File: config.mk
export PLATFORM = sky130hd
export DESIGN_NAME = xif_offload_top
export DESIGN_NICKNAME = d
export VERILOG_FILES = /design/src/design/xif_offload_pkg.sv /design/src/design/offload_issuer.sv /design/src/design/xif_adapter.sv /design/src/design/xif_coproc.sv /design/src/design/xif_offload_top.sv
export SDC_FILE = /design/constraint.sdc
export NUM_CORES = 2
export LEC_CHECK = 0
export BUFFER_PORTS_ARGS = -buffer_cell sky130_fd_sc_hd__buf_2
export CAP_MARGIN = 5
export CORE_ASPECT_RATIO = 1.4
export CORE_MARGIN = 5
export CORE_UTILIZATION = 50
export DETAILED_ROUTE_END_ITERATION = 16
export HOLD_SLACK_MARGIN = 0.06
export PLACE_DENSITY = 0.76
export SLEW_MARGIN = 15
export SYNTH_ARGS = -nofsm -noshare
export SYNTH_HDL_FRONTEND = slang
export SYNTH_HIERARCHICAL = 1
export SYNTH_SLANG_ARGS = --single-unit
File: constraint.sdc
create_clock -name clk_i -period 6.8 [get_ports clk_i]
set_input_delay 1.7 -clock clk_i [delete_from_list [all_inputs] [get_ports clk_i]]
set_output_delay 1.7 -clock clk_i [all_outputs]
set_load 0.005 [all_outputs]
File: src/design/xif_offload_pkg.sv
/*
  Offload subsystem package: data widths, the narrow core-side and
  wide coprocessor-side channel structs, the custom-0 opcode and FSM states
*/
package xif_offload_pkg;

  typedef logic [31:0] xlen_t;
  typedef logic [4:0]  reg_addr_t;
  typedef logic [3:0]  xif_id_t;
  typedef logic [31:0] instr_t;

  // Core side, older narrow interface
  typedef struct packed {
    xif_id_t id;
    instr_t  instr;
  } core_issue_req_t;

  typedef struct packed {
    xlen_t [1:0] rs;
    logic  [1:0] rs_valid;
  } core_register_t;

  typedef struct packed {
    logic       accept;
    logic       writeback;
    logic [1:0] register_read;
  } core_issue_resp_t;

  typedef struct packed {
    xif_id_t id;
    logic    commit_kill;
  } core_commit_t;

  typedef struct packed {
    xif_id_t   id;
    xlen_t     data;
    reg_addr_t rd;
    logic      we;
  } core_result_t;

  // Coprocessor side, newer wide interface
  typedef struct packed {
    logic [1:0]  mode;
    xif_id_t     id;
    instr_t      instr;
    xlen_t [2:0] rs;
    logic  [2:0] rs_valid;
    logic        ecs_valid;
  } cp_issue_req_t;

  typedef struct packed {
    logic       accept;
    logic       writeback;
    logic       dualwrite;
    logic [2:0] dualread;
    logic       loadstore;
    logic       exc;
  } cp_issue_resp_t;

  typedef struct packed {
    xif_id_t id;
    logic    commit_kill;
  } cp_commit_t;

  typedef struct packed {
    xif_id_t   id;
    xlen_t     data;
    reg_addr_t rd;
    logic      we;
    logic      hartid;
  } cp_result_t;

  localparam logic [6:0] OPCODE_CUSTOM0 = 7'b000_1011;

  // funct3 encodings of the custom-0 operations
  typedef enum logic [2:0] {
    OP_ADD  = 3'd0,
    OP_SUB  = 3'd1,
    OP_XOR  = 3'd2,
    OP_MINU = 3'd3,
    OP_ROL  = 3'd4
  } cp_op_e;

  typedef enum logic [1:0] {
    ISS_IDLE,
    ISS_ISSUE,
    ISS_COMMIT,
    ISS_WAIT_RESULT
  } issuer_state_e;

  typedef enum logic [1:0] {
    CP_IDLE,
    CP_WAIT_COMMIT,
    CP_RESULT
  } coproc_state_e;

endpackage

File: src/design/offload_issuer.sv
/*
  Core-side issue unit. Holds the register file, issues one instruction
  at a time over the narrow extension interface, commits or kills it
  and writes the returned result back
*/
`timescale 1ns/100ps

module offload_issuer #(
  parameter int unsigned NumRegs = 32
) (
  input  logic                               clk_i,
  input  logic                               arst_n_i,
  // Instruction input
  input  logic                               offload_valid_i,
  input  xif_offload_pkg::instr_t            offload_instr_i,
  output logic                               offload_ready_o,
  // Register preload and readback
  input  logic                               reg_we_i,
  input  xif_offload_pkg::reg_addr_t         reg_waddr_i,
  input  xif_offload_pkg::xlen_t             reg_wdata_i,
  input  xif_offload_pkg::reg_addr_t         reg_raddr_i,
  output xif_offload_pkg::xlen_t             reg_rdata_o,
  // Completion pulses
  output logic                               done_o,
  output logic                               illegal_o,
  // Issue channel
  output logic                               x_issue_valid_o,
  input  logic                               x_issue_ready_i,
  output xif_offload_pkg::core_issue_req_t   x_issue_req_o,
  output xif_offload_pkg::core_register_t    x_register_o,
  input  xif_offload_pkg::core_issue_resp_t  x_issue_resp_i,
  // Commit channel
  output logic                               x_commit_valid_o,
  output xif_offload_pkg::core_commit_t      x_commit_o,
  // Result channel
  input  logic                               x_result_valid_i,
  output logic                               x_result_ready_o,
  input  xif_offload_pkg::core_result_t      x_result_i
);

  import xif_offload_pkg::*;

  issuer_state_e state_q, state_d;
  xif_id_t       id_q;
  instr_t        instr_q;
  logic          accepted_q;

  logic          offload_hs;
  logic          result_hs;

  logic          rf_we;
  reg_addr_t     rf_waddr;
  xlen_t         rf_wdata;
  xlen_t         rf_q [32];

  assign offload_ready_o = (state_q == ISS_IDLE);
  assign offload_hs      = offload_valid_i && offload_ready_o;
  assign result_hs       = x_result_valid_i && x_result_ready_o;

  assign done_o    = result_hs;
  assign illegal_o = (state_q == ISS_COMMIT) && !accepted_q;

  always_comb begin
    state_d = state_q;
    unique case (state_q)
      ISS_IDLE: begin
        if (offload_hs) begin
          state_d = ISS_ISSUE;
        end
      end
      ISS_ISSUE: begin
        if (x_issue_ready_i) begin
          state_d = ISS_COMMIT;
        end
      end
      ISS_COMMIT: begin
        state_d = accepted_q ? ISS_WAIT_RESULT : ISS_IDLE;
      end
      ISS_WAIT_RESULT: begin
        if (result_hs) begin
          state_d = ISS_IDLE;
        end
      end
      default: state_d = ISS_IDLE;
    endcase
  end

  always_ff @(posedge clk_i or negedge arst_n_i) begin
    if (!arst_n_i) begin
      state_q    <= ISS_IDLE;
      id_q       <= '0;
      accepted_q <= 1'b0;
    end else begin
      state_q <= state_d;
      if (state_q == ISS_ISSUE && x_issue_ready_i) begin
        accepted_q <= x_issue_resp_i.accept;
      end
      // Next id once the current instruction has ended
      if (illegal_o || done_o) begin
        id_q <= id_q + 1'b1;
      end
    end
  end

  always_ff @(posedge clk_i) begin
    if (offload_hs) begin
      instr_q <= offload_instr_i;
    end
  end

  // Outgoing channels
  assign x_issue_valid_o        = (state_q == ISS_ISSUE);
  assign x_issue_req_o.id       = id_q;
  assign x_issue_req_o.instr    = instr_q;
  assign x_register_o.rs[0]     = rf_q[instr_q[19:15]];
  assign x_register_o.rs[1]     = rf_q[instr_q[24:20]];
  assign x_register_o.rs_valid  = 2'b11;

  assign x_commit_valid_o       = (state_q == ISS_COMMIT);
  assign x_commit_o.id          = id_q;
  assign x_commit_o.commit_kill = !accepted_q;

  assign x_result_ready_o       = (state_q == ISS_WAIT_RESULT);

  // Result writeback, otherwise preload while idle
  always_comb begin
    if (state_q == ISS_WAIT_RESULT) begin
      rf_we    = result_hs && x_result_i.we && (x_result_i.rd != '0);
      rf_waddr = x_result_i.rd;
      rf_wdata = x_result_i.data;
    end else begin
      rf_we    = reg_we_i && (state_q == ISS_IDLE);
      rf_waddr = reg_waddr_i;
      rf_wdata = reg_wdata_i;
    end
  end

  // x0 and unimplemented indices are constant zero
  for (genvar i = 0; i < 32; i++) begin : g_rf
    if (i == 0 || i >= NumRegs) begin : g_zero
      assign rf_q[i] = '0;
    end else begin : g_reg
      always_ff @(posedge clk_i or negedge arst_n_i) begin
        if (!arst_n_i) begin
          rf_q[i] <= '0;
        end else if (rf_we && rf_waddr == reg_addr_t'(i)) begin
          rf_q[i] <= rf_wdata;
        end
      end
    end
  end

  assign reg_rdata_o = rf_q[reg_raddr_i];

endmodule

File: src/design/xif_adapter.sv
/*
  Extension interface adapter. Translates the narrow core-side channels
  to the wide coprocessor-side ones and buffers one result
*/
`timescale 1ns/100ps

module xif_adapter (
  input  logic                               clk_i,
  input  logic                               arst_n_i,
  // Core side
  input  logic                               x_issue_valid_i,
  output logic                               x_issue_ready_o,
  input  xif_offload_pkg::core_issue_req_t   x_issue_req_i,
  input  xif_offload_pkg::core_register_t    x_register_i,
  output xif_offload_pkg::core_issue_resp_t  x_issue_resp_o,
  input  logic                               x_commit_valid_i,
  input  xif_offload_pkg::core_commit_t      x_commit_i,
  output logic                               x_result_valid_o,
  input  logic                               x_result_ready_i,
  output xif_offload_pkg::core_result_t      x_result_o,
  // Coprocessor side
  output logic                               cp_issue_valid_o,
  input  logic                               cp_issue_ready_i,
  output xif_offload_pkg::cp_issue_req_t     cp_issue_req_o,
  input  xif_offload_pkg::cp_issue_resp_t    cp_issue_resp_i,
  output logic                               cp_commit_valid_o,
  output xif_offload_pkg::cp_commit_t        cp_commit_o,
  input  logic                               cp_result_valid_i,
  output logic                               cp_result_ready_o,
  input  xif_offload_pkg::cp_result_t        cp_result_i
);

  import xif_offload_pkg::*;

  logic         slot_valid_q;
  core_result_t slot_q;

  // Issue request, third operand and extension state unused
  assign cp_issue_valid_o         = x_issue_valid_i;
  assign x_issue_ready_o          = cp_issue_ready_i;
  assign cp_issue_req_o.mode      = '0;
  assign cp_issue_req_o.id        = x_issue_req_i.id;
  assign cp_issue_req_o.instr     = x_issue_req_i.instr;
  assign cp_issue_req_o.rs[0]     = x_register_i.rs[0];
  assign cp_issue_req_o.rs[1]     = x_register_i.rs[1];
  assign cp_issue_req_o.rs[2]     = '0;
  assign cp_issue_req_o.rs_valid  = {1'b0, x_register_i.rs_valid};
  assign cp_issue_req_o.ecs_valid = 1'b0;

  // The core has nothing in flight, so it may as well read every operand
  assign x_issue_resp_o.accept        = cp_issue_resp_i.accept;
  assign x_issue_resp_o.writeback     = cp_issue_resp_i.writeback;
  assign x_issue_resp_o.register_read = 2'b11;

  assign cp_commit_valid_o       = x_commit_valid_i;
  assign cp_commit_o.id          = x_commit_i.id;
  assign cp_commit_o.commit_kill = x_commit_i.commit_kill;

  // One-entry result slice
  assign cp_result_ready_o = !slot_valid_q || x_result_ready_i;

  always_ff @(posedge clk_i or negedge arst_n_i) begin
    if (!arst_n_i) begin
      slot_valid_q <= 1'b0;
    end else if (cp_result_ready_o) begin
      slot_valid_q <= cp_result_valid_i;
    end
  end

  // hartid is dropped on the way in
  always_ff @(posedge clk_i) begin
    if (cp_result_valid_i && cp_result_ready_o) begin
      slot_q.id   <= cp_result_i.id;
      slot_q.data <= cp_result_i.data;
      slot_q.rd   <= cp_result_i.rd;
      slot_q.we   <= cp_result_i.we;
    end
  end

  assign x_result_valid_o = slot_valid_q;
  assign x_result_o       = slot_q;

endmodule

File: src/design/xif_coproc.sv
/*
  Custom-0 coprocessor. Decodes and accepts R-type instructions, waits
  for the commit and returns add, sub, xor, minu or rol results
*/
`timescale 1ns/100ps

module xif_coproc (
  input  logic                             clk_i,
  input  logic                             arst_n_i,
  // Issue channel
  input  logic                             x_issue_valid_i,
  output logic                             x_issue_ready_o,
  input  xif_offload_pkg::cp_issue_req_t   x_issue_req_i,
  output xif_offload_pkg::cp_issue_resp_t  x_issue_resp_o,
  // Commit channel
  input  logic                             x_commit_valid_i,
  input  xif_offload_pkg::cp_commit_t      x_commit_i,
  // Result channel
  output logic                             x_result_valid_o,
  input  logic                             x_result_ready_i,
  output xif_offload_pkg::cp_result_t      x_result_o
);

  import xif_offload_pkg::*;

  coproc_state_e state_q, state_d;

  logic [6:0] opcode;
  logic [2:0] funct3;
  logic [6:0] funct7;
  logic       legal;
  logic       issue_hs;
  logic       commit_match;

  // Latched instruction
  xif_id_t    id_q;
  reg_addr_t  rd_q;
  cp_op_e     op_q;
  xlen_t      rs1_q;
  xlen_t      rs2_q;
  xlen_t      res_q;

  xlen_t        alu_res;
  logic [63:0]  rol_tmp;

  // R-type decode
  assign opcode = x_issue_req_i.instr[6:0];
  assign funct3 = x_issue_req_i.instr[14:12];
  assign funct7 = x_issue_req_i.instr[31:25];
  assign legal  = (opcode == OPCODE_CUSTOM0) && (funct7 == '0) && (funct3 <= 3'd4);

  assign x_issue_ready_o = (state_q == CP_IDLE);
  assign issue_hs        = x_issue_valid_i && x_issue_ready_o;

  assign x_issue_resp_o.accept    = legal;
  assign x_issue_resp_o.writeback = legal;
  assign x_issue_resp_o.dualwrite = 1'b0;
  assign x_issue_resp_o.dualread  = '0;
  assign x_issue_resp_o.loadstore = 1'b0;
  assign x_issue_resp_o.exc       = 1'b0;

  assign commit_match = x_commit_valid_i && (x_commit_i.id == id_q);

  always_comb begin
    state_d = state_q;
    unique case (state_q)
      CP_IDLE: begin
        if (issue_hs && legal) begin
          state_d = CP_WAIT_COMMIT;
        end
      end
      CP_WAIT_COMMIT: begin
        if (commit_match) begin
          state_d = x_commit_i.commit_kill ? CP_IDLE : CP_RESULT;
        end
      end
      CP_RESULT: begin
        if (x_result_ready_i) begin
          state_d = CP_IDLE;
        end
      end
      default: state_d = CP_IDLE;
    endcase
  end

  always_ff @(posedge clk_i or negedge arst_n_i) begin
    if (!arst_n_i) begin
      state_q <= CP_IDLE;
    end else begin
      state_q <= state_d;
    end
  end

  always_ff @(posedge clk_i) begin
    if (issue_hs && legal) begin
      id_q  <= x_issue_req_i.id;
      rd_q  <= x_issue_req_i.instr[11:7];
      op_q  <= cp_op_e'(funct3);
      rs1_q <= x_issue_req_i.rs[0];
      rs2_q <= x_issue_req_i.rs[1];
    end
    if (state_q == CP_WAIT_COMMIT && commit_match && !x_commit_i.commit_kill) begin
      res_q <= alu_res;
    end
  end

  // Rotate as the upper half of a doubled word shifted left
  assign rol_tmp = {rs1_q, rs1_q} << rs2_q[4:0];

  always_comb begin
    unique case (op_q)
      OP_ADD:  alu_res = rs1_q + rs2_q;
      OP_SUB:  alu_res = rs1_q - rs2_q;
      OP_XOR:  alu_res = rs1_q ^ rs2_q;
      OP_MINU: alu_res = (rs1_q < rs2_q) ? rs1_q : rs2_q;
      OP_ROL:  alu_res = rol_tmp[63:32];
      default: alu_res = '0;
    endcase
  end

  assign x_result_valid_o  = (state_q == CP_RESULT);
  assign x_result_o.id     = id_q;
  assign x_result_o.data   = res_q;
  assign x_result_o.rd     = rd_q;
  assign x_result_o.we     = 1'b1;
  assign x_result_o.hartid = 1'b0;

endmodule

File: src/design/xif_offload_top.sv
/*
  Offload subsystem top: core-side issuer, interface adapter and
  custom-0 coprocessor in a chain
*/
`timescale 1ns/100ps

module xif_offload_top #(
  parameter int unsigned NumRegs = 32
) (
  input  logic                        clk_i,
  input  logic                        arst_n_i,
  input  logic                        offload_valid_i,
  input  xif_offload_pkg::instr_t     offload_instr_i,
  output logic                        offload_ready_o,
  input  logic                        reg_we_i,
  input  xif_offload_pkg::reg_addr_t  reg_waddr_i,
  input  xif_offload_pkg::xlen_t      reg_wdata_i,
  input  xif_offload_pkg::reg_addr_t  reg_raddr_i,
  output xif_offload_pkg::xlen_t      reg_rdata_o,
  output logic                        done_o,
  output logic                        illegal_o
);

  import xif_offload_pkg::*;

  // Core side, narrow
  logic             core_issue_valid;
  logic             core_issue_ready;
  core_issue_req_t  core_issue_req;
  core_register_t   core_register;
  core_issue_resp_t core_issue_resp;
  logic             core_commit_valid;
  core_commit_t     core_commit;
  logic             core_result_valid;
  logic             core_result_ready;
  core_result_t     core_result;

  // Coprocessor side, wide
  logic             cp_issue_valid;
  logic             cp_issue_ready;
  cp_issue_req_t    cp_issue_req;
  cp_issue_resp_t   cp_issue_resp;
  logic             cp_commit_valid;
  cp_commit_t       cp_commit;
  logic             cp_result_valid;
  logic             cp_result_ready;
  cp_result_t       cp_result;

  offload_issuer #(
    .NumRegs(NumRegs)
  ) u_issuer (
    .clk_i,
    .arst_n_i,
    .offload_valid_i,
    .offload_instr_i,
    .offload_ready_o,
    .reg_we_i,
    .reg_waddr_i,
    .reg_wdata_i,
    .reg_raddr_i,
    .reg_rdata_o,
    .done_o,
    .illegal_o,
    .x_issue_valid_o (core_issue_valid),
    .x_issue_ready_i (core_issue_ready),
    .x_issue_req_o   (core_issue_req),
    .x_register_o    (core_register),
    .x_issue_resp_i  (core_issue_resp),
    .x_commit_valid_o(core_commit_valid),
    .x_commit_o      (core_commit),
    .x_result_valid_i(core_result_valid),
    .x_result_ready_o(core_result_ready),
    .x_result_i      (core_result)
  );

  xif_adapter u_adapter (
    .clk_i,
    .arst_n_i,
    .x_issue_valid_i  (core_issue_valid),
    .x_issue_ready_o  (core_issue_ready),
    .x_issue_req_i    (core_issue_req),
    .x_register_i     (core_register),
    .x_issue_resp_o   (core_issue_resp),
    .x_commit_valid_i (core_commit_valid),
    .x_commit_i       (core_commit),
    .x_result_valid_o (core_result_valid),
    .x_result_ready_i (core_result_ready),
    .x_result_o       (core_result),
    .cp_issue_valid_o (cp_issue_valid),
    .cp_issue_ready_i (cp_issue_ready),
    .cp_issue_req_o   (cp_issue_req),
    .cp_issue_resp_i  (cp_issue_resp),
    .cp_commit_valid_o(cp_commit_valid),
    .cp_commit_o      (cp_commit),
    .cp_result_valid_i(cp_result_valid),
    .cp_result_ready_o(cp_result_ready),
    .cp_result_i      (cp_result)
  );

  xif_coproc u_coproc (
    .clk_i,
    .arst_n_i,
    .x_issue_valid_i (cp_issue_valid),
    .x_issue_ready_o (cp_issue_ready),
    .x_issue_req_i   (cp_issue_req),
    .x_issue_resp_o  (cp_issue_resp),
    .x_commit_valid_i(cp_commit_valid),
    .x_commit_i      (cp_commit),
    .x_result_valid_o(cp_result_valid),
    .x_result_ready_i(cp_result_ready),
    .x_result_o      (cp_result)
  );

endmodule

Word-level counts from Yosys, hierarchy flattened
Cells that the tools add are included.

storage, ports and cells
  logic and storage cells = 185
  flip-flop bits (word level) = 1179
  output and inout bits = 35

operators by class
  add/sub/neg operators = 3
  bitwise logic cells = 4
  mux-type cells = 24
  order comparisons = 5
  reduce and logical (&&, ||, !) cells = 55
  equality and inequality tests = 48
  shifts and indexed selects = 1

operator list
  cell                count
  $bmux 32 s5         3
  $mux 32             8
  $pmux 32 s5         1
  $eq 5x5->1 const B  16
  $shl 64x5->64       1
  $logic_and 1x1->1   44
  $eq 5x4->1 const B  8
  $add 32x32->32      1
  $lt 32x32->1        1
  $sub 32x32->32      1
  $xor 32x32->32      1
  $eq 5x3->1 const B  4
  $ge 6x6->1 const B  3
  $not 5->6           3
  $mux 2              8
  $eq 5x2->1 const B  2
  $ne 2x2->1 const B  5
  $pmux 2 s4          1
  $eq 7x4->1 const B  1
  $logic_not 7->1     1
  $eq 2x2->1 const B  3
  $eq 3x2->1 const B  2
  $pmux 2 s3          1
  $reduce_and 3->1    2
  15 further kinds    19

Depth between registers and ports, before layout
  word-level depth = 6
  gate-level depth with buffers = 17
  mapped depth without buffers = 12

Hierarchy
Netlist, hierarchy kept.

modules (own cells, without submodules)
  module          cells each  seq. area each (µm²)  times used  area each (µm²)
  offload_issuer  5088        25959.9               1           62293.5
  xif_coproc      1149        3293.2                1           10237.3
  xif_adapter     198         1286.2                1           2448.6

Worst setup path before layout
OpenSTA, ideal clock, no wires.

  path type = register to register
  from = register u_issuer.state_q[0]
  to = register u_coproc.res_q[0], enable pin
  cell stages (with the launch flop) = 9
  setup time = 0.517 ns
  data required time = 6.283 ns
  arrival time = 4.644 ns
  period minus slack after synthesis = 5.161 ns
  path slack = 1.639 ns
  buffers on the path = 3
  cells stage by stage = dfrtp_1 -> buf_2 -> buf_2 -> nor2b_1 -> buf_4 -> o21ai_0 -> nor3_1 -> nand2_1 -> nor4b_1

on the way
  longest elaborated chain between the ends = 4

RTL lines
  item                            line                   text
  from (decl)                     offload_issuer.sv:43   issuer_state_e state_q, state_d;
  from (signal assigned)          offload_issuer.sv:94   state_q <= state_d;
  $eq 2x2->1                      offload_issuer.sv:119  assign x_commit_valid_o = (state_q == ISS_COMMIT);
  net core_commit_valid           xif_offload_top.sv:32  logic core_commit_valid;
  $logic_and 1x1->1               xif_coproc.sv:62       assign commit_match = x_commit_valid_i && (x_commit_i.id == id_q);
  $logic_and 1x1->1 (2 in a row)  xif_coproc.sv:102      if (state_q == CP_WAIT_COMMIT && commit_match && !x_commit_i.commit_kill) begin
  to (signal assigned)            xif_coproc.sv:103      res_q <= alu_res;
  to (decl)                       xif_coproc.sv:41       xlen_t res_q;

The timed path passes the listed nets, and every way through them passes these cells.
A chain may end at the register's enable or synchronous reset.

Final worst setup path
  from = input port reg_raddr_i[0]
  to = output port reg_rdata_o[1]

on the way
  longest elaborated chain between the ends = 4

RTL lines
  item                                        line                   text
  from (decl)                                 xif_offload_top.sv:18  input xif_offload_pkg::reg_addr_t reg_raddr_i,
  $not 5->6 (implied by the code)             offload_issuer.sv:153  assign reg_rdata_o = rf_q[reg_raddr_i];
  $bmux 32 s5                                 offload_issuer.sv:153
  $mux 32 (implied by the code) (2 in a row)  offload_issuer.sv:153
  to (decl)                                   xif_offload_top.sv:19  output xif_offload_pkg::xlen_t reg_rdata_o,

Every way passes these cells. The select of a mux whose other input is x is not followed.

==> results.toml <==
[die]
design.die.area_um2 = 156700
start_util = 0.5028
ios = 113
die_x_um = 336.0
placeableCoreArea_um2 = 147900
die_h_um = 466.4
row_count = 167

[setup_path]
critPathLaunchType = "primary input"
worstPathRequired_ns = 5.10
r2r-start = "u_coproc/rs1_q[13]"
timing.critical_path.fanout_max = 52
timing.reg2reg.worst_path_depth = 11
r2r_setup_slack_ns = 1.96
worstSetupPathType = "primary input to primary output"
critical_path.endpoint_type = "primary output"
worstReg2RegEnd = "u_coproc/res_q[16]"
crit_arrival_ns = 4.54

[global_route]
initial_antenna_violation_count = 34
overflow = 0
maximum_number_of_pins_on_one_net_before_global_route_repair = 159
first_global_vias = 60090
grt_first_pass_wirelength_um = 411700
grt.total_usage = 0.3582

[timing]
relative_slew_margins = 0.08207
setup_total_negative_slack_ns = 0
fin_worst_skew_ns = 0.04754
worstMarginPinSlew_ns = 1.377
hold_fails_final_rpt = 0
setup_violations = 0
rsz0062_at_grt = "no"
finalCriticalPeriod_ns = 6.239
fin_crit_sh = 0.9174
max_freq_mhz = 160.3
final_max_slew_viol_count = 0

[drt]
dr.pass1.iters = 6
drc_errors = 0
drt.antenna.violating_nets = 0
route.detailed.wl_per_inst_um = 34.85
detailroute.via_count = 60410
dr.first_iter.drc_count = 9161
route.final.wire_length_um = 284300
viasPerCell = 7.407

[cts]
holdBufCountCts = 0
clock-sinks = 1180
max-clock-path-buffers = 3
clock_insertion_delay_worst_skew_ns = 0.78
tritoncts = "built"
clock_slew_seen_by_the_registers_of_the_worst_setup_and_hold_paths_ns = 0.07
ctsResizeCount = 0
clock_tree.htree_level_count = 3
cts_setup_buffers = 0
cts-buffers-inserted = 116
master_cell_of_the_clock_root_buffer = "sky130_fd_sc_hd__clkbuf_16"

[power]
netSwitchingFraction = 0.3662
power.switching_mw = 11.81
design_power_total_mw = 32.25
seq_power_share = 0.406
p_int_mw = 20.44
ir_drop_mv = 0.3006
power.static_leakage_nw = 34.52
powerDensity_nw_per_um2 = 397.7
p_clk_frac = 0.233
combPwrFrac = 0.361

[synth]
yosys_warnings = 6
mappedNetlistArea_um2 = 74390
synth_fp_nets = 6510
synth.avg_cell_area_um2 = 11.68
synthCells = 6366

[placed_design]
finalWeightedCongestion = 0.9532
place.detailed.hpwl_um = 174900
placedInstanceArea_um2 = 76470
io_port_bufs = 112
place_inst = 7909

[finish]
fin_cells = 8156
design.final.nets = 6234
postLayoutCellArea_um2 = 81080
final_common_cell = "sky130_fd_sc_hd__dfrtp_1"
final_cell_mix = "1002 x sky130_fd_sc_hd__dfrtp_1, 817 x sky130_fd_sc_hd__nand2_1, 681 x sky130_fd_sc_hd__o21ai_0, 613 x sky130_fd_sc_hd__mux4_2, 362 x sky130_fd_sc_hd__mux2_1"
syn2layout_area_growth_pct = 8.994
post_route_cells_drive_above_1_share = 0.2557

[hold_path]
hold_path.class = "register to register"
timing.hold.worst.start = "u_coproc/res_q[20]"
timing.hold.worst_path_depth = 0
min_delay_worst_endpoint = "u_adapter/x_result_o[26]"

[run_status]
status = "completed"

[flow_run]
cap_viol_max_count = 0
-- worst max-delay path by stage --
stage | startpoint | to | slack [ns]
6_report | reg_raddr_i[0] | reg_rdata_o[1] | 0.56
5_1_grt | reg_raddr_i[0] | reg_rdata_o[1] | 0.51
4_1_cts | reg_raddr_i[0] | reg_rdata_o[1] | 0.59
3_5_place_dp | reg_raddr_i[0] | reg_rdata_o[1] | 0.63
3_3_place_gp | reg_raddr_i[0] | reg_rdata_o[1] | 0.63
2_1_floorplan | u_issuer/state_q[0] | u_coproc/res_q[0] | 1.64
-- flip-flops by register name (all words and copies together), names as in the netlist --
signal,cells
u_coproc/rs2_q,32
u_issuer/state_q,2
u_adapter/x_result_valid_o,1
u_issuer/instr_q,32
u_coproc/res_q,32
u_coproc/op_q,3
u_issuer/rf_q,992
u_issuer/accepted_q,1
u_coproc/id_q,4
u_issuer/id_q,4
u_coproc/rd_q,5
u_coproc/rs1_q,32
u_adapter/x_result_o,38
u_coproc/state_q,2
-- stage by stage --
step	setup slack, ns	hold slack [ns]	utilization
6_report	0.5613	0.4108	0.5480
5_1_grt	0.5102	0.4256	0.5477
4_1_cts	0.5871	0.4147	0.5468
3_5_place_dp	0.6276	0.4054	0.5169
3_3_place_gp	0.6344	0.4021	0.5161
2_1_floorplan	1.639	0.4003	-
-- per-layer routing --
| metal | vias to the layer above | track usage | part of all wire |
|---|---|---|---|
| li1 | 23530 | - | - |
| met5 | - | 0 | 0.00062 |
| met4 | 14 | 0.3159 | 0.11 |
| met2 | 5287 | 0.5213 | 0.43 |
| met3 | 1644 | 0.1241 | 0.13 |
| met1 | 29940 | 0.4207 | 0.32 |
-- worst max-delay path, stage by stage --
cell                      delay, ns
sky130_fd_sc_hd__buf_8         0.53
sky130_fd_sc_hd__buf_4         0.42
sky130_fd_sc_hd__mux4_2        0.55
sky130_fd_sc_hd__a22o_1        0.25
sky130_fd_sc_hd__o21ai_0       0.28
sky130_fd_sc_hd__o21ai_0       0.31
sky130_fd_sc_hd__buf_4         0.29
sky130_fd_sc_hd__buf_2         0.13
-- layout make-up --
type                    count  area, um2
fillers                 12040      66860
multi-input cells        4393      40790
flip-flops and latches   1180      30420
clock buffers             152       3239
repair buffers            322       2663
well taps                1943       2431
clock inverters            68       1187
inverters                  77      291.5
diodes                     21      52.55
-- power by group through the flow --
| stage | Combinational, mW | Sequential (mW) | Clock [mW] |
|---|---|---|---|
| floorplan | 8.58 | 11.9 | 0 |
| global placement | 10.8 | 12.6 | 0 |
| detailed placement | 11.2 | 13.0 | 0 |
| CTS | 11.3 | 12.9 | 7.53 |
| global route | 12.3 | 13.4 | 7.84 |
| finish | 11.6 | 13.1 | 7.50 |
No activity file was read; power rests on OpenSTA's default activity.
